==> src/verilog/rv_pkg.sv <==
`default_nettype none

package rv_pkg;

    // datapath width
    localparam int xlen = 32;

    // word memories, depth in words
    localparam int imem_depth = 256;
    localparam int imem_aw    = $clog2(imem_depth);
    localparam int dmem_depth = 256;
    localparam int dmem_aw    = $clog2(dmem_depth);

    // bit positions in the alu flag vector
    localparam int flag_zero = 0;
    localparam int flag_msb  = 1;
    localparam int flag_ovf  = 2;

    // rv32i major opcodes of the supported subset
    typedef enum logic [6:0] {
        op_rtype  = 7'b0110011,
        op_load   = 7'b0000011,
        op_imm    = 7'b0010011,
        op_store  = 7'b0100011,
        op_branch = 7'b1100011,
        op_jalr   = 7'b1100111,
        op_jal    = 7'b1101111,
        op_auipc  = 7'b0010111
    } opcode_e;

    // control fsm states
    typedef enum logic [3:0] {
        st_fetch,
        st_decode,
        st_exec_r,
        st_exec_imm,
        st_exec_load,
        st_mem_wb,
        st_exec_store,
        st_exec_branch,
        st_exec_jal,
        st_exec_jalr,
        st_exec_auipc,
        st_trap
    } state_e;

    typedef enum logic [3:0] {
        alu_add,
        alu_sub,
        alu_and,
        alu_or,
        alu_xor,
        alu_slt
    } alu_cmd_e;

    // datapath selects
    typedef enum logic {a_rs1, a_pc} alu_a_sel_e;
    typedef enum logic {b_rs2, b_imm} alu_b_sel_e;
    typedef enum logic [1:0] {rf_alu, rf_mem, rf_pc4} rf_src_e;
    typedef enum logic [1:0] {pc_plus4, pc_branch, pc_jalr} pc_src_e;
    typedef enum logic [2:0] {imm_i, imm_s, imm_b, imm_j, imm_u} imm_sel_e;

endpackage

`default_nettype wire
==> src/verilog/rv_control.sv <==
`timescale 1ns/10ps
`default_nettype none

module rv_control (
    input  logic                 clk,
    input  logic                 rst_n,
    input  logic                 run,
    input  logic [6:0]           opcode,
    input  logic [2:0]           funct3,
    input  logic                 funct7_5,
    input  logic [3:0]           alu_flags,
    output logic                 ir_we,
    output logic                 pc_we,
    output rv_pkg::pc_src_e      pc_src,
    output rv_pkg::alu_a_sel_e   alu_a_sel,
    output rv_pkg::alu_b_sel_e   alu_b_sel,
    output rv_pkg::imm_sel_e     imm_sel,
    output rv_pkg::alu_cmd_e     alu_cmd,
    output rv_pkg::rf_src_e      rf_src,
    output logic                 rf_we,
    output logic                 d_mem_we,
    output logic                 retire,
    output logic                 trap
);
    import rv_pkg::*;

    state_e   state;
    alu_cmd_e r_cmd;
    logic     br_taken;

    // state register with active-high async reset
    always_ff @(posedge clk or posedge rst_n) begin
        if (rst_n) begin
            state <= st_fetch;
        end else begin
            case (state)
                // hold in fetch until run goes high
                st_fetch: if (run) state <= st_decode;
                st_decode: begin
                    case (opcode)
                        op_rtype:  state <= st_exec_r;
                        op_load:   state <= st_exec_load;
                        op_imm:    state <= st_exec_imm;
                        op_store:  state <= st_exec_store;
                        op_branch: state <= st_exec_branch;
                        op_jalr:   state <= st_exec_jalr;
                        op_jal:    state <= st_exec_jal;
                        op_auipc:  state <= st_exec_auipc;
                        // unknown opcode
                        default:   state <= st_trap;
                    endcase
                end
                // load waits one more cycle for the dmem read
                st_exec_load: state <= st_mem_wb;
                // sticky until reset
                st_trap: state <= st_trap;
                default: state <= st_fetch;
            endcase
        end
    end

    // r-type alu command from funct3 / funct7 bit 5
    always_comb begin
        case (funct3)
            3'b000:  r_cmd = funct7_5 ? alu_sub : alu_add;
            3'b010:  r_cmd = alu_slt;
            3'b100:  r_cmd = alu_xor;
            3'b110:  r_cmd = alu_or;
            3'b111:  r_cmd = alu_and;
            default: r_cmd = alu_add;
        endcase
    end

    // beq on zero, bne on not zero
    assign br_taken = funct3[0] ? ~alu_flags[flag_zero] : alu_flags[flag_zero];

    // per-state selects with every enable low by default
    always_comb begin
        ir_we     = 1'b0;
        pc_we     = 1'b0;
        pc_src    = pc_plus4;
        alu_a_sel = a_rs1;
        alu_b_sel = b_rs2;
        imm_sel   = imm_i;
        alu_cmd   = alu_add;
        rf_src    = rf_alu;
        rf_we     = 1'b0;
        d_mem_we  = 1'b0;
        retire    = 1'b0;
        case (state)
            st_fetch: ir_we = run;
            st_exec_r: begin
                alu_cmd = r_cmd;
                rf_we   = 1'b1;
                pc_we   = 1'b1;
                retire  = 1'b1;
            end
            st_exec_imm: begin
                // addi only
                alu_b_sel = b_imm;
                rf_we     = 1'b1;
                pc_we     = 1'b1;
                retire    = 1'b1;
            end
            st_exec_load: begin
                // address only while the dmem read is in flight
                alu_b_sel = b_imm;
            end
            st_mem_wb: begin
                rf_src = rf_mem;
                rf_we  = 1'b1;
                pc_we  = 1'b1;
                retire = 1'b1;
            end
            st_exec_store: begin
                alu_b_sel = b_imm;
                imm_sel   = imm_s;
                d_mem_we  = 1'b1;
                pc_we     = 1'b1;
                retire    = 1'b1;
            end
            st_exec_branch: begin
                // compare via subtract
                alu_cmd = alu_sub;
                imm_sel = imm_b;
                pc_src  = br_taken ? pc_branch : pc_plus4;
                pc_we   = 1'b1;
                retire  = 1'b1;
            end
            st_exec_jal: begin
                // target comes from the pc adder
                imm_sel   = imm_j;
                rf_src    = rf_pc4;
                pc_src    = pc_branch;
                rf_we     = 1'b1;
                pc_we     = 1'b1;
                retire    = 1'b1;
            end
            st_exec_jalr: begin
                // target is rs1 + imm from the alu
                alu_b_sel = b_imm;
                rf_src    = rf_pc4;
                pc_src    = pc_jalr;
                rf_we     = 1'b1;
                pc_we     = 1'b1;
                retire    = 1'b1;
            end
            st_exec_auipc: begin
                alu_a_sel = a_pc;
                alu_b_sel = b_imm;
                imm_sel   = imm_u;
                rf_we     = 1'b1;
                pc_we     = 1'b1;
                retire    = 1'b1;
            end
            default: ;
        endcase
    end

    assign trap = (state == st_trap);

endmodule

`default_nettype wire

==> config.mk <==
export PLATFORM = sky130hd
export DESIGN_NAME = rv_control
export DESIGN_NICKNAME = d
export VERILOG_FILES = /design/src/verilog/rv_pkg.sv /design/src/verilog/rv_control.sv
export SDC_FILE = /design/constraint.sdc
export NUM_CORES = 1
export LEC_CHECK = 0
export BUFFER_PORTS_ARGS = -buffer_cell sky130_fd_sc_hd__buf_4
export CAP_MARGIN = 15
export CORE_MARGIN = 2
export CORE_UTILIZATION = 37
export CTS_BUF_LIST = sky130_fd_sc_hd__clkbuf_16
export DETAILED_ROUTE_END_ITERATION = 16
export GPL_TIMING_DRIVEN = 0
export HOLD_SLACK_MARGIN = 0.05
export PLACE_DENSITY = 0.73
export REMOVE_ABC_BUFFERS = 1
export SYNTH_ARGS = -nofsm -noshare
export SYNTH_HDL_FRONTEND = slang
export SYNTH_SLANG_ARGS = --single-unit
==> constraint.sdc <==
create_clock -name clk -period 1.1 [get_ports clk]
set_input_delay 0.11 -clock clk [delete_from_list [all_inputs] [get_ports clk]]
set_output_delay 0.11 -clock clk [all_outputs]
set_load 0.03 [all_outputs]
# After elaboration in Yosys (flattened, before gate mapping)
# Index checks and enable logic that the tools add are counted.
# Widths: inputs -> output; s select.
word_totals:
  ff_bits: 4
  in_bits: 18
  out_inout_bits: 19
  word_cells: 49
op_classes:
  n_eq_ne: 24
  muxes: 17
  n_bitwise: 1
  n_reduce_logical: 6
ops:
  columns: ["operator", "count"]
  rows:
  - ["$pmux 4 s8", 1]
  - ["$eq 7x7->1 const B", 3]
  - ["$eq 4x3->1 const B", 4]
  - ["$eq 4x4->1 const B", 4]
  - ["$pmux 4 s4", 1]
  - ["$pmux 3 s5", 1]
  - ["$eq 7x5->1 const B", 2]
  - ["$eq 7x6->1 const B", 2]
  - ["$pmux 3 s4", 1]
  - ["$eq 3x3->1 const B", 3]
  - ["$mux 1", 9]
  - ["$eq 4x2->1 const B", 2]
  - ["$pmux 4 s2", 1]
  - ["$reduce_or 8->1", 1]
  - ["$eq 7x2->1 const B", 1]
  - ["$pmux 2 s3", 1]
  - ["$reduce_or 6->1", 1]
  - ["$reduce_or 5->1", 1]
  - ["$eq 4x1->1 const B", 1]
  - ["$logic_not 4->1", 1]
  - ["$mux 4", 1]
  - ["$pmux 2 s2", 1]
  - ["$eq 3x2->1 const B", 1]
  - ["$logic_not 3->1", 1]
  - ["3 further kinds", 3]

# Logic depth before layout (Yosys ltp)
depth:
  word_depth: 4
  ltp_mapped: 5
  ltp_nobuf: 4

# Worst setup path after synthesis
# OpenSTA, ideal clock, no wires.
synth_timing:
  path_type: "register to output"
  start: "register state[0]"
  end: "output retire"
  t_arrival_ps: 1849
  required_time_ps: 990
  path_slack_ps: -859
  stages_incl_launch_ff: 6
  path_buffers: 3
  cell_sequence: "dfrtp_1 -> buf_2 -> clkbuf_1 -> a21oi_1 -> o21ai_0 -> buf_4"
synth_between:
  elab_chain_cells: 3
synth_lines:
  columns: ["element", "line", "rtl"]
  rows:
  - ["start: declaration", "rv_control.sv:27", "state_e state;"]
  - ["start signal: assignment", "rv_control.sv:34", "state <= st_fetch;"]
  - ["start signal: assignment", "rv_control.sv:38", "st_fetch: if (run) state <= st_decode;"]
  - ["start signal: assignment", "rv_control.sv:41", "op_rtype: state <= st_exec_r;"]
  - ["$eq 4x4->1, or another cell as far along", null, null]
  - ["$reduce_or 8->1 (no line) *", null, null]
  - ["$mux 1 *", null, null]
  - ["end: declaration", "rv_control.sv:22", "output logic retire,"]
# Mark *: on every way between the ends. The rest lies on a longest branch, timed or not.

# Final worst setup path
layout_timing:
  start: "register state[1]"
  end: "output imm_sel[0]"
layout_between:
  elab_chain_cells: 2
layout_lines:
  columns: ["element", "line", "rtl"]
  rows:
  - ["$eq 4x4->1 or $eq 4x3->1 (tied branches)", "rv_control.sv:90", "case (state)"]
  - ["$pmux 3 s4 *", "rv_control.sv:90", null]
  - ["end: declaration", "rv_control.sv:17", "output rv_pkg::imm_sel_e imm_sel,"]
# Marked as above.

==> metrics.md <==
| Metric | Value |
|---|---|
| Outcome | `finished with violations` |
| Failing checks | `negative setup slack` |
| Mapped Area | `between 500 and 600 µm²` |
| Combinational share of power | `approximately three quarters` |
| Hpwl dp | `~1.1 mm` |
| Crit Path Class | `reg2out` |
| R2R Setup Slk | `-0.36 ns` |
| R2R depth | `5` |
| Die width | `around 44 µm` |
| Post-route ant nets | `0` |
| Cell Chain, Critical Path | `buf_6 -> nor2_4 -> and2_4 -> nor2_1 -> nor2_1 -> buf_4` |
| Clock root buffer | `clkbuf_16` |
| Cells after synthesis | `just under 90` |
| Pre-CTS setup slack | `-0.371 ns` |
| DRC viols | `0` |
| Total power | `3.58 mW` |
| Fmax | `632 MHz` |
| Sequential area share after synthesis | `16.7%` |
| Synthesis-stage register bit count | `4` |
| Number of diodes | `0` |
| PD cells | `roughly 2600 nW/µm²` |
| Layout cells sized above 1 | `slightly above 70%` |
| Die area | `1950 µm²` |
| CTS Buf Count | `3` |
| Vias/cell | `approximately 5.8` |
| Final setup margin | `-0.483 ns` |
| Largest Register | `state` |
| Hold_sp | `opcode[2]` |
| Max FFs per register | `4` |
| Max Buffers Root-to-Sink | `2` |
| Clk pin slew, worst setup/hold paths | `around 0.030 ns` |
| Clock network latency to the later pin of the worst-skew pair | `about 0.23 ns` |
| Number of max-cap violations | `0` |
| Crit-path max cell delay | `about 0.44 ns` |
| Hold slack | `around 0.19 ns` |
| Core box area | `1510 µm²` |
| Pleak | `between 0.6 and 0.7 nW` |
| Inst Count DP | `~130` |
| Sw Share | `43.8%` |
| Post-Layout Cell Count | `around 160` |
| RR Startpoint | `state[3]` |
| CTS tree | `built` |
| CTS H-tree depth | `1` |
| Most used DFF post-synth | `dfrtp_1` |
| CP arrival | `~1.5 ns` |
| GRT overflow | `0` |
| Final Skew | `approximately 0.00064 ns` |
| Die Y | `between 40 and 50 µm` |
| WL final | `3.16 mm` |
| Worst-path fanout max | `5` |
| # port buffers | `32` |
| IO Count | `37` |
| Row cnt | `14` |
| Total GRT Usage | `around 28%` |
| Max stage delay cell, worst path | `dfrtp_2` |
| Core Util, Final | `between 90% and 100%` |
| Sw power | `~1.6 mW` |
| Largest net degree at the start of global routing | `10` |
| Clk pwr share | `roughly 16%` |
| Internal Power | `roughly 2 mW` |
| Vias in the first global route | `855` |
| RSZ-0062 raised after global routing | `true` |
| Startpoint class of the critical path | `register` |
| Number of synthesis warnings | `0` |
| Number of synthesized flops with an enable pin | `0` |
| Setup TNS | `-7.20 ns` |
| Hold Crit Depth | `4` |
| DR vias | `between 900 and 1,000` |
| Ys async rst share | `100%` |
| Routability Congestion | `0.793` |
| Crit end category | `primary output` |
| Peak supply drop | `~0.0025 V` |
| Initial antenna violation count | `0` |
| Placement Cell Area | `812 µm²` |
| Hold EP | `state[2]` |
| Worst R2R End | `state[0]` |
| Hold Crit Class | `in2reg` |
| Endpoints failing hold | `0` |
| Biggest regs | `state: 4 flops` |
| Area Overhead vs Synth | `129%` |
| Post-route clock period utilization | `144%` |
| Average size of a mapped cell | `just under 7 µm²` |
| Average wire per standard cell | `19.9 µm` |
| Clock sinks | `4` |
| 1st-pass router iterations | `4` |
| Worst EP required | `between 0.9 and 1 ns` |
| Max Slew Vio Count | `0` |
| Starting Density | `between 30% and 40%` |
| Flop pwr share | `8.6%` |
| Cell repeated most along the worst path | `nor2_1` |
| Final nets | `around 160` |
| Final non-filler cell area | `roughly 1400 µm²` |
| Synth cell types | `36` |
| Wire length of the first global-routing pass | `approximately 4 mm` |
| DR iter-0 viols | `35` |
| Setup-failing EPs final | `22` |
| Crit path time final | `approximately 1.6 ns` |
-- per-layer routing --
layer	vias up	routed length (µm)	track usage (%)	part of all wire, %
met5	-	0	0	0
met4	0	119	16.4	3.8
met3	13	213	7.35	6.7
met2	55	1590	50.9	50
met1	436	1240	29.9	39
li1	416	-	-	-
-- layout make-up --
cell class | instances | area [µm²]
clock buffer | 3 | 75.1
inverter | 1 | 3.75
tap | 16 | 20.0
sequential | 4 | 105
fill | 61 | 136
timing repair buffer | 62 | 571
multi-input combinational | 73 | 596
-- layout by cell type, fill, tap and decap left out, drive strengths merged, types with 2 or more instances in the layout --
cell type,n
nor2b,3
o21ai,3
or2,2
nand3b,4
dfrtp,4
and3,3
clkbuf,3
o22ai,2
nor3,4
a21oi,6
nand2,11
nand2b,5
xnor2,2
and3b,2
buf,61
nor2,11
nand3,2
-- cells in the mapped netlist (all sizes together) (2+ instances only) --
| master | number | area share, % |
|---|---|---|
| and3 | 3 | 3.1 |
| buf | 6 | 5.9 |
| nand3 | 2 | 1.7 |
| and3b | 2 | 2.9 |
| o21ai | 3 | 2.5 |
| o22ai | 2 | 2.1 |
| nand2 | 11 | 7.3 |
| nor2 | 11 | 6.9 |
| dfrtp | 4 | 17 |
| nand2b | 5 | 5.2 |
| nand3b | 4 | 5.0 |
| nor3 | 4 | 4.2 |
| nor2b | 3 | 3.1 |
| a21oi | 6 | 5.6 |
| clkbuf | 3 | 1.9 |
| or2 | 2 | 2.1 |
| xnor2 | 2 | 2.9 |
-- critical path: cells and delay by family, from the launching register on --
| kind | cells | cell delay, ns |
|---|---|---|
| buf+inv | 2 | 0.34 |
| flops | 1 | 0.44 |
| simple gates | 4 | 0.47 |
-- cells by family after synthesis --
group,after synthesis,synth area share (%)
buf+inv,10,8.37
other cells,1,0.627
flops,4,16.7
simple gates,49,43.7
xor+xnor,3,4.39
compound gates,20,26.2
-- power by group through the flow --
stage               logic (mW)  clock network (mW)  registers (mW)
finish                    2.68               0.584           0.308
global route              2.78               0.604           0.310
CTS                       2.12               0.569           0.282
detailed placement        1.22                   0           0.366
global placement          1.21                   0           0.364
floorplan                0.837                   0           0.320
-- repair_timing --
item,CTS,global route
buffers inserted,23,6
hold buffers,1,0
gates resized for setup,46,28
setup endpoints to repair,22,22
endpoints found under the hold margin,4,0
pin swaps,15,7
-- worst max path at each step --
stage	from	endpoint	slack (ns)	cells after the start
after global routing	state[1]	imm_sel[0]	-0.54	6
after CTS	state[1]	alu_b_sel	-0.35	5
after floorplan	state[0]	pc_we	-0.97	2
final	state[1]	imm_sel[0]	-0.48	6
after global placement	state[0]	alu_b_sel	-0.35	5
after detailed placement	state[0]	alu_b_sel	-0.37	5
No activity file was read; power rests on OpenSTA's default activity.
