**src/verilog/rv_pkg.sv**
```systemverilog
`default_nettype none

package rv_pkg;

    // datapath width
    localparam int xlen = 32;

    // word memories, depth in words
    localparam int imem_depth = 256;
    localparam int imem_aw    = $clog2(imem_depth);
    localparam int dmem_depth = 256;
    localparam int dmem_aw    = $clog2(dmem_depth);

    // bit positions in the alu flag vector
    localparam int flag_zero = 0;
    localparam int flag_msb  = 1;
    localparam int flag_ovf  = 2;

    // rv32i major opcodes of the supported subset
    typedef enum logic [6:0] {
        op_rtype  = 7'b0110011,
        op_load   = 7'b0000011,
        op_imm    = 7'b0010011,
        op_store  = 7'b0100011,
        op_branch = 7'b1100011,
        op_jalr   = 7'b1100111,
        op_jal    = 7'b1101111,
        op_auipc  = 7'b0010111
    } opcode_e;

    // control fsm states
    typedef enum logic [3:0] {
        st_fetch,
        st_decode,
        st_exec_r,
        st_exec_imm,
        st_exec_load,
        st_mem_wb,
        st_exec_store,
        st_exec_branch,
        st_exec_jal,
        st_exec_jalr,
        st_exec_auipc,
        st_trap
    } state_e;

    typedef enum logic [3:0] {
        alu_add,
        alu_sub,
        alu_and,
        alu_or,
        alu_xor,
        alu_slt
    } alu_cmd_e;

    // datapath selects
    typedef enum logic {a_rs1, a_pc} alu_a_sel_e;
    typedef enum logic {b_rs2, b_imm} alu_b_sel_e;
    typedef enum logic [1:0] {rf_alu, rf_mem, rf_pc4} rf_src_e;
    typedef enum logic [1:0] {pc_plus4, pc_branch, pc_jalr} pc_src_e;
    typedef enum logic [2:0] {imm_i, imm_s, imm_b, imm_j, imm_u} imm_sel_e;

endpackage

`default_nettype wire
```
**src/verilog/rv_imm_gen.sv**
```systemverilog
`timescale 1ns/10ps
`default_nettype none

module rv_imm_gen (
    input  logic [rv_pkg::xlen-1:0] instr,
    input  rv_pkg::imm_sel_e        imm_sel,
    output logic [rv_pkg::xlen-1:0] imm
);
    import rv_pkg::*;

    // sign bit is always instr[31]
    always_comb begin
        case (imm_sel)
            // loads, addi, jalr
            imm_i: imm = {{20{instr[31]}}, instr[31:20]};
            // stores, split field
            imm_s: imm = {{20{instr[31]}}, instr[31:25], instr[11:7]};
            // branch offset, low bit zero
            imm_b: imm = {{19{instr[31]}}, instr[31], instr[7],
                          instr[30:25], instr[11:8], 1'b0};
            // jal offset, low bit zero
            imm_j: imm = {{11{instr[31]}}, instr[31], instr[19:12],
                          instr[20], instr[30:21], 1'b0};
            // upper 20 bits
            imm_u: imm = {instr[31:12], 12'b0};
            default: imm = {{20{instr[31]}}, instr[31:20]};
        endcase
    end

endmodule

`default_nettype wire

```
**config.mk**
```make
export PLATFORM = sky130hd
export DESIGN_NAME = rv_imm_gen
export DESIGN_NICKNAME = d
export VERILOG_FILES = /design/src/verilog/rv_pkg.sv /design/src/verilog/rv_imm_gen.sv
export SDC_FILE = /design/constraint.sdc
export NUM_CORES = 1
export LEC_CHECK = 0
export BUFFER_PORTS_ARGS = -buffer_cell sky130_fd_sc_hd__buf_4
export CORE_MARGIN = 2
export CORE_UTILIZATION = 26
export DETAILED_ROUTE_END_ITERATION = 6
export GPL_ROUTABILITY_DRIVEN = 0
export PLACE_DENSITY = 0.67
export REMOVE_ABC_BUFFERS = 1
export SLEW_MARGIN = 20
export SYNTH_ARGS = -nofsm -noshare
export SYNTH_HDL_FRONTEND = slang
export SYNTH_SLANG_ARGS = --single-unit
```
**constraint.sdc**
```tcl
create_clock -name vclk -period 1.6
set_input_delay 0.32 -clock vclk [all_inputs]
set_output_delay 0.32 -clock vclk [all_outputs]
set_load 0.01 [all_outputs]
```
# After elaboration in Yosys (flattened, before gate mapping)
# Index checks and enable logic that the tools add are counted.
# word_totals
regBits,0
latch_bits,0
mem_bits_rw,0
rom_bits,0
in_bits,35
output_inout_bits,32
word_cells,5
n_memories,0
# classes
addsub,0
multipliers,0
n_div,0
order_cmp,0
eq_ne,4
n_shift,0
muxes,1
n_bitwise,0
reduce_logical,0
# op_table
cell,n
$pmux 31 s4,1
$eq 3x2->1 const B,2
$eq 3x1->1 const B,1
$eq 3x3->1 const B,1

# Depth between registers and ports, before layout
# Gate-level depths: netlist (run 1).
# logic_depth
depth_word,2
ltp_mapped,5

# Worst setup path after synthesis (run 1)
# No wires, ideal clock.
# synth_path
path_type,input to output
startpoint,input imm_sel[0]
endpoint,output imm[18] (netlist name)
t_arrival_ps,1273
required_time_ps,1280
slack_ps,7
stages,4
path_cell_list,buf_2 > buf_1 > o22ai_1 > a211oi_1
# synth_via
elab_chain_cells,2
word_cells_on_any_way,5
# synth_rtl
item,line_no,source
"start, declared",rv_imm_gen.sv:6,"input rv_pkg::imm_sel_e imm_sel,"
$eq 3x3->1 (tied with other cells),rv_imm_gen.sv:13,case (imm_sel)
$pmux 31 s4 (*),rv_imm_gen.sv:13,
"end, declared",rv_imm_gen.sv:7,output logic [rv_pkg::xlen-1:0] imm
# Every way passes the cells marked *; elsewhere a longest branch is shown, timed or not.

# Worst setup path after layout (run 1)
# layout_path
startpoint,input imm_sel[1]
endpoint,output imm[23] (netlist name)
# Same word-level chain as after synthesis.

==> metrics.txt, run 1 <==
mux contribution to synthesized area=1.71%; DR iter-0 viols=16; largest family of logic cells by synthesized area=compound AO/OA/AOI/OAI gates; Detailed Place HPWL=1880 um; Area Overhead vs Synth=126%; CP max stage cell=or3b_4; num rows=17; LEAKAGE=0.656 nW; Mapped Avg Cell Area=6.42 sq um; vias=998; Chip Width=51.4 um; outcome=finished, violations left; critical path's top delay family=simple AND/OR/NAND/NOR gates; CP arrival=1340 ps; setup TNS=-760 ps; crit-path max FO=6; Cells after Synth=91; VDD IR max=around 0.00018 V; final worst-path cycle share=104%; Setup WS post-layout=-57.6 ps; CP endpoint kind=output pin; Hold WS=926 ps; TritonRoute pass-1 iters=4; PD cells=roughly 340 nW/um^2; gr usage total=between 10% and 20%; seq_cells=0; Yosys top cell by area=a21o_1; CP startpoint kind=input pin; Simple-Gate Fraction of Synth Area=36.4%; failing checks=negative setup slack; clkbuf count=0; CP max stage delay=420 ps; Post-DRT Antenna Nets=0; Worst Max-Slew Pin Slew=roughly 410 ps; CP Class=input pin to output pin; I/O Pins=67; f_max=0.603 GHz; final setup fails=25; routed len/inst=13.7 um; crit path time final=between 1500 and 2000 ps; max cap viols=0; Residual DRC=0; post-synth top area share=15.4%; layout cells sized above 1=66.2%; WP data required=1280 ps; adder-cell share of the synthesized area=0%; max-slew violations=0; CP Cell Sequence=buf_8, or3b_4, and2_4, a21o_1, buf_6; first-pass GRT wire length=4080 um; largest net degree at the start of global routing=16; Multi-input gate area=between 600 and 700 sq um; register area share after synthesis=0%; Via density=5.39; XOR/XNOR Fraction of Synth Area=0%; core area=~2200 sq um; Hold-fix buffers, CTS=0; nets@finish=194; yosys warns=0; starting density of the core=between 20% and 30%; post-synth cell types=23; Slew HR=72.8%; vias in the first global route=987; routed wire length=2530 um; initial antenna violation count=0; setup repair after global routing missed its margin=true; Synth top cells by count=a21o_1 (12), o22ai_1 (12), nor2_1 (10); Die Y=roughly 50 um; Hold Vio Cnt, Final=0; synthesized area=584 sq um; HP Class=input pin to output pin; Fillers=199; Buf/Inv on CP=2; Reg area=0 sq um; die area=2640 sq um; top cells by area, synth=a21o_1 (15%), o22ai_1 (13%), a211oi_1 (10%); ANT cells=0; Compound-Gate Fraction of Synth Area=51.6%; Total Power=443 uW; total gr overflow=0; port bufs=60
==> worst paths after layout <==
kind                  endpoint  startpoint  cells after the start
worst max-delay path   imm[23]  imm_sel[1]                      5
worst min-delay path   imm[25]   instr[25]                      3
==> final cells by class <==
class	count	area share (%)
multi-input cells	80	47.8
well taps	28	2.65
repair buffers	77	49.6
==> cells in the final DEF (no fill, tap or decap), drive strengths merged <==
cell    count
a221oi      4
nor3b       1
o22ai      12
nand2       1
mux2i       1
o221a       1
or2         4
a211oi      9
a21o       12
a22o        2
nor2       10
or3b        2
and2        8
nand2b      2
buf        77
nor2b       6
nor3        5
==> logic make-up after synthesis <==
logic type | after synthesis
AOI/OAI and AO/OA | 40
buffers and inverters | 12
and+or+nand+nor | 38
muxes | 1
==> power breakdown <==
group          internal, mW  switching, mW
clock                     0              0
sequential                0              0
combinational         0.251          0.192
total                 0.251          0.192
==> layer usage <==
layer,global-route usage [%],routed length [um],share of wire [%],vias up
met5,0,0,0,-
met4,2.63,16,0.63,0
met3,1.46,146,5.8,2
met2,38.0,1360,53,41
met1,22.0,1020,40,474
li1,-,-,-,481
==> worst min-delay path: stages <==
cell and delay [ps]:
buf_4 80, a21o_1 110, buf_6 100
==> metrics by stage <==
step | setup WS [ps] | instances | util [%] | instance area [sq um]
after floorplan | 19.3 | 79 | - | 524
after global placement | -84.8 | 183 | 52.1 | 1130
after detailed placement | -124 | 183 | 52.1 | 1130
after CTS | -48.6 | 185 | 57.6 | 1250
after global routing | -92.2 | 185 | 60.8 | 1320
final | -57.6 | 185 | 60.8 | 1320
==> what timing repair did <==
action | 4_1_cts | 5_1_grt
setup endpoints to repair | 30 | 31
gates resized for setup | 25 | 17
buffers inserted | 1 | 0
endpoints found under the hold margin | 0 | 0
cloned | 1 | 0
pin swaps | 4 | 4
Note: power is estimated with default switching activity, not from simulation.
==> run 2: changes to the inputs <==
Settings changed: CELL_PAD_IN_SITES_DETAIL_PLACEMENT set to 0, CELL_PAD_IN_SITES_GLOBAL_PLACEMENT set to 1, CORE_UTILIZATION 26 to 21, PLACE_DENSITY 0.67 to unset, PLACE_DENSITY_LB_ADDON set to 0.1.
Clock period 1.6 ns to 1.61 ns, I/O delays scaled along.
==> metrics.txt, run 2 (synthesized netlist as in run 1, its figures left out) <==
outcome=finished, violations left; failing checks=negative setup slack; Slew HR=84.2% (+11 points); Residual DRC=0 (unchanged); final setup fails=14 (-44%); routed wire length=2510 um (-0.83%); f_max=0.610 GHz; CP arrival=1320 ps (-20 ps); vias=959 (-3.9%); layout cells sized above 1=64.6% (-1.7 points); HP Class=input pin to output pin; CP endpoint kind=output pin; Hold EP=imm[27]; crit path time final=1640 ps; initial antenna violation count=0 (unchanged); critical path's top delay family=simple AND/OR/NAND/NOR gates; Hold-fix buffers, CTS=0 (unchanged); Non-Filler Instances=189 (+2.2%); commonest non-fill, non-tap cell in the layout=buf_4; Post-DRT Antenna Nets=0 (unchanged); CP max stage delay=400 ps (-20 ps); PD cells=333 nW/um^2 (-0.79%); largest net degree at the start of global routing=15 (-1); WP data required=1290 ps (about the same); Chip Width=56.8 um (+10%); core area=2710 sq um (+25%); max cap viols=0 (unchanged); Die Y=56.8 um (+10%); DR iter-0 viols=20 (+4); vias in the first global route=876 (-11%); CP max stage cell=or3b_4; design area=1350 sq um (+2.3%); Area Overhead vs Synth=131%; Hold Vio Cnt, Final=0 (unchanged); CP Class=input pin to output pin; starting density of the core=21.6% (-5.4 points); hold path start=instr[27]; die area=3220 sq um (+22%); final worst-path cycle share=102%; Worst Max-Slew Pin Slew=235 ps (-171 ps); total gr overflow=0 (unchanged); placed insts=183 (unchanged); setup repair after global routing missed its margin=true; setup TNS=-195 ps (+565 ps); clkbuf count=0 (unchanged); first-pass GRT wire length=4010 um (-1.7%); nets@finish=195 (+0.52%); ANT cells=0 (unchanged); Reg area=0 sq um (unchanged); VDD IR max=0.000153 V (-17%); port bufs=60 (unchanged); CP Cell Sequence=buf_8, or3b_4, and2_4, a21o_1, buf_6; hold depth=3 (unchanged); gr usage total=14.4% (-4.7 points); crit-path max FO=6 (unchanged); num rows=19 (+2); placed inst area=1120 sq um (-0.55%); seq_cells=0 (unchanged); LEAKAGE=0.675 nW (+3.0%); Total Power=449 uW (+1.5%); Via density=5.07 (-5.9%); post-place setup slack=-182 ps (-57.3 ps); CP startpoint kind=input pin; TritonRoute pass-1 iters=4 (unchanged); Setup WS post-layout=-28.3 ps (+29.3 ps); Detailed Place HPWL=1790 um (-4.9%); most frequent cells in the layout=buf_4 (58), buf_6 (16), o22ai_1 (12), a21o_1 (12), nor2_1 (7); I/O Pins=67 (unchanged); routed len/inst=13.3 um (-2.9%); Buf/Inv on CP=2 (unchanged); max-slew violations=0 (unchanged)
==> run 2: cell count changes in the layout (fill, tap and decap cells not counted), sizes merged <==
cell / before / now
buf: 77 / 78
==> run 2: area by class of cell <==
class	instances	area [sq um]
fill	287	1360
timing repair buffer	78	686
multi-input combinational	80	626
tap	31	38.8
==> run 2: timing repair <==
action,4_1_cts,5_1_grt
pin swaps,2,5
resized for setup,23,21
endpoints found under the hold margin,0,0
endpoints found under the setup margin,30,29
buffers inserted,3,2
cloned,1,0
==> run 2: through the flow <==
step / hold WS, ps / util (%)
after floorplan: 644 / -
after detailed placement: 923 / 41.5
after global routing: 951 / 49.8
final: 930 / 49.8
after global placement: 924 / 41.5
after CTS: 929 / 45.9
==> run 2: routing by layer <==
| metal | global-route usage [%] | vias up | wire length, um |
|---|---|---|---|
| met5 | 0 | - | 0 |
| met4 | 0 | 0 | 0 |
| met3 | 2.07 | 0 | 179 |
| met2 | 23.3 | 36 | 1190 |
| met1 | 21.5 | 442 | 1140 |
| li1 | - | 481 | - |
==> run 2: where the power goes <==
| group | switching, mW | total [mW] | internal, mW | leakage (nW) |
|---|---|---|---|---|
| clock | 0 | 0 | 0 | 0 |
| sequential | 0 | 0 | 0 | 0 |
| combinational | 0.191 | 0.449 | 0.259 | 0.675 |
| total | 0.191 | 0.449 | 0.259 | 0.675 |
==> run 2: how the worst max path moves through the flow <==
stage                           from       to  slack (ps)  depth (start not counted)
after floorplan           imm_sel[0]  imm[20]          30                          3
after global placement    imm_sel[0]  imm[16]        -160                          6
after detailed placement  imm_sel[0]  imm[16]        -180                          6
after CTS                 imm_sel[1]  imm[20]         -40                          5
after global routing      imm_sel[2]  imm[16]         -60                          6
final                     imm_sel[0]  imm[20]         -30                          5
==> run 3: changes to the inputs <==
Settings changed: ABC_AREA set to 1, CORE_MARGIN 2 to unset, CORE_UTILIZATION 21 to 20.
==> metrics.txt, run 3 <==
Setup WS post-layout=67.0 ps (+95.3 ps); max-slew violations=0 (unchanged); Multi-input gate area=463 sq um (-26%); Reg area=0 sq um (unchanged); Via density=4.61 (-9.2%); crit path time final=1540 ps (-95.3 ps); Residual DRC=0 (unchanged); f_max=0.648 GHz (+6.2%); nets@finish=200 (+2.6%); starting density of the core=21.9% (+0.32 points); Area Overhead vs Synth=94.9%; top sig layer=met3; Detailed Place HPWL=1590 um (-11%); vias=889 (-7.3%); CP max stage cell=buf_4; gr usage total=12.5% (-1.9 points); PD cells=333 nW/um^2 (+0.21%); WP data required=1290 ps (about the same); routed wl met2=1010 um (-16%); CP startpoint kind=input pin; most frequent cells in the layout=buf_4 (68), nand2_1 (31), nor2_1 (14); seq_cells=0 (unchanged); synthesized area=562 sq um (-3.9%); die area=3030 sq um (-6.1%); most numerous cell in the Yosys netlist=nand2_1; Synth top cells by count=nand2_1 (31), nor2_1 (14), nand4_1 (12); Yosys top cell by area=nand2_1; post-place setup slack=25.3 ps (+207 ps); outcome=completed; yosys warns=0 (unchanged); setup repair after global routing missed its margin=false; port bufs=60 (unchanged); Top cell by count, worst path=buf_4; total gr overflow=0 (unchanged); setup TNS=0 ps (+195 ps); commonest non-fill, non-tap cell in the layout=buf_4; hold depth=2 (-1); HP Class=input pin to output pin; Die Y=55 um (-3.1%); TritonRoute pass-1 iters=4 (unchanged); register area share after synthesis=0% (unchanged); Cells after Synth=99 (+8.8%); routed wire length=2060 um (-18%); final worst-path cycle share=95.8% (-5.9 points); WL met3=113 um (-37%); VDD IR max=0.000138 V (-9.8%); max cap viols=0 (unchanged); crit-path max FO=8 (+2); Mapped Avg Cell Area=5.67 sq um (-12%); I/O Pins=67 (unchanged); clkbuf count=0 (unchanged); Chip Width=55 um (-3.1%); CP endpoint kind=output pin; Fillers=285 (-0.70%); CP max stage delay=190 ps (-210 ps); ANT cells=0 (unchanged); post-CTS setup buffers=0 (-3); Post-DRT Antenna Nets=0 (unchanged); Hold EP=imm[31]; DR iter-0 viols=10 (-50%); Hold Vio Cnt, Final=0 (unchanged); top cells by area, synth=nand2_1 (21%), nand4_1 (13%), o211ai_1 (12%); layout cells sized above 1=51.5% (-13 points); LEAKAGE=0.616 nW (-8.7%); post-synth cell types=18 (-22%); vias in the first global route=672 (-23%); post-synth top area share=20.7% (+5.3 points); CP Cell Sequence=buf_4, inv_6, nand3_4, buf_4, o211ai_1, buf_4; CP Class=input pin to output pin; final setup fails=0 (-14); met1 wire length=942 um (-17%); initial antenna violation count=0 (unchanged); num rows=18 (-1); routed len/inst=10.7 um (-20%); CP arrival=1220 ps (-100 ps); first-pass GRT wire length=2920 um (-27%); core area=2570 sq um (-5.3%); Worst Max-Slew Pin Slew=217 ps (-17.9 ps); largest net degree at the start of global routing=20 (+5); Slew HR=85.5% (+1.3 points); hold path start=instr[31]
==> run 3: cell families (layout without fill, tap and decap cells) <==
logic type / count (synthesis) / after routing / synth area share (%)
compound gates: 11 / 11 / 16.5
buf+inv: 21 / 83 / 21.2
simple gates: 67 / 69 / 62.4
==> run 3: per-stage QoR <==
stage	power (mW)	instances	utilization (%)	hold WS (ps)	instance area [sq um]
detailed placement	0.363	191	41.7	879	1070
finish	0.365	193	42.6	899	1090
global route	0.402	193	42.6	912	1090
global placement	0.360	191	41.7	878	1070
floorplan	0.147	92	-	644	503
CTS	0.364	191	41.7	881	1070
==> run 3: worst max-delay path by stage <==
stage	from	endpoint	depth (start not counted)	slack [ps]
detailed placement	imm_sel[2]	imm[29]	6	30
finish	imm_sel[0]	imm[29]	6	70
global route	imm_sel[1]	imm[29]	6	2
global placement	imm_sel[2]	imm[24]	6	30
floorplan	imm_sel[2]	imm[22]	3	170
CTS	imm_sel[2]	imm[29]	6	20
==> run 3: routing by layer <==
| metal | up-vias | track usage (%) |
|---|---|---|
| li1 | 469 | - |
| met1 | 394 | 16.5 |
| met2 | 26 | 23.9 |
| met3 | 0 | 0 |
| met4 | 0 | 0 |
| met5 | - | 0 |
==> run 3: what timing repair did <==
| action | 4_1_cts | 5_1_grt |
|---|---|---|
| resized for setup | 0 | 1 |
| hold buffers | 0 | 0 |
| endpoints found under the setup margin | 0 | 10 |
==> run 3: area by class of cell <==
| class | instances | share of cell area, % |
|---|---|---|
| Inverter | 14 | 5.83 |
| Multi-Input combinational cell | 80 | 42.3 |
| Tap cell | 30 | 3.43 |
| Timing Repair Buffer | 69 | 48.5 |
==> run 3: worst max-delay path, delay by kind of cell <==
family          cells  cell delay (ps)
buf+inv             4              580
compound gates      1              180
simple gates        1              130
==> run 3: power breakdown <==
group	total [mW]	leakage (nW)	switching, mW	internal (mW)
logic	0.365	0.616	0.176	0.189
registers	0	0	0	0
clock network	0	0	0	0
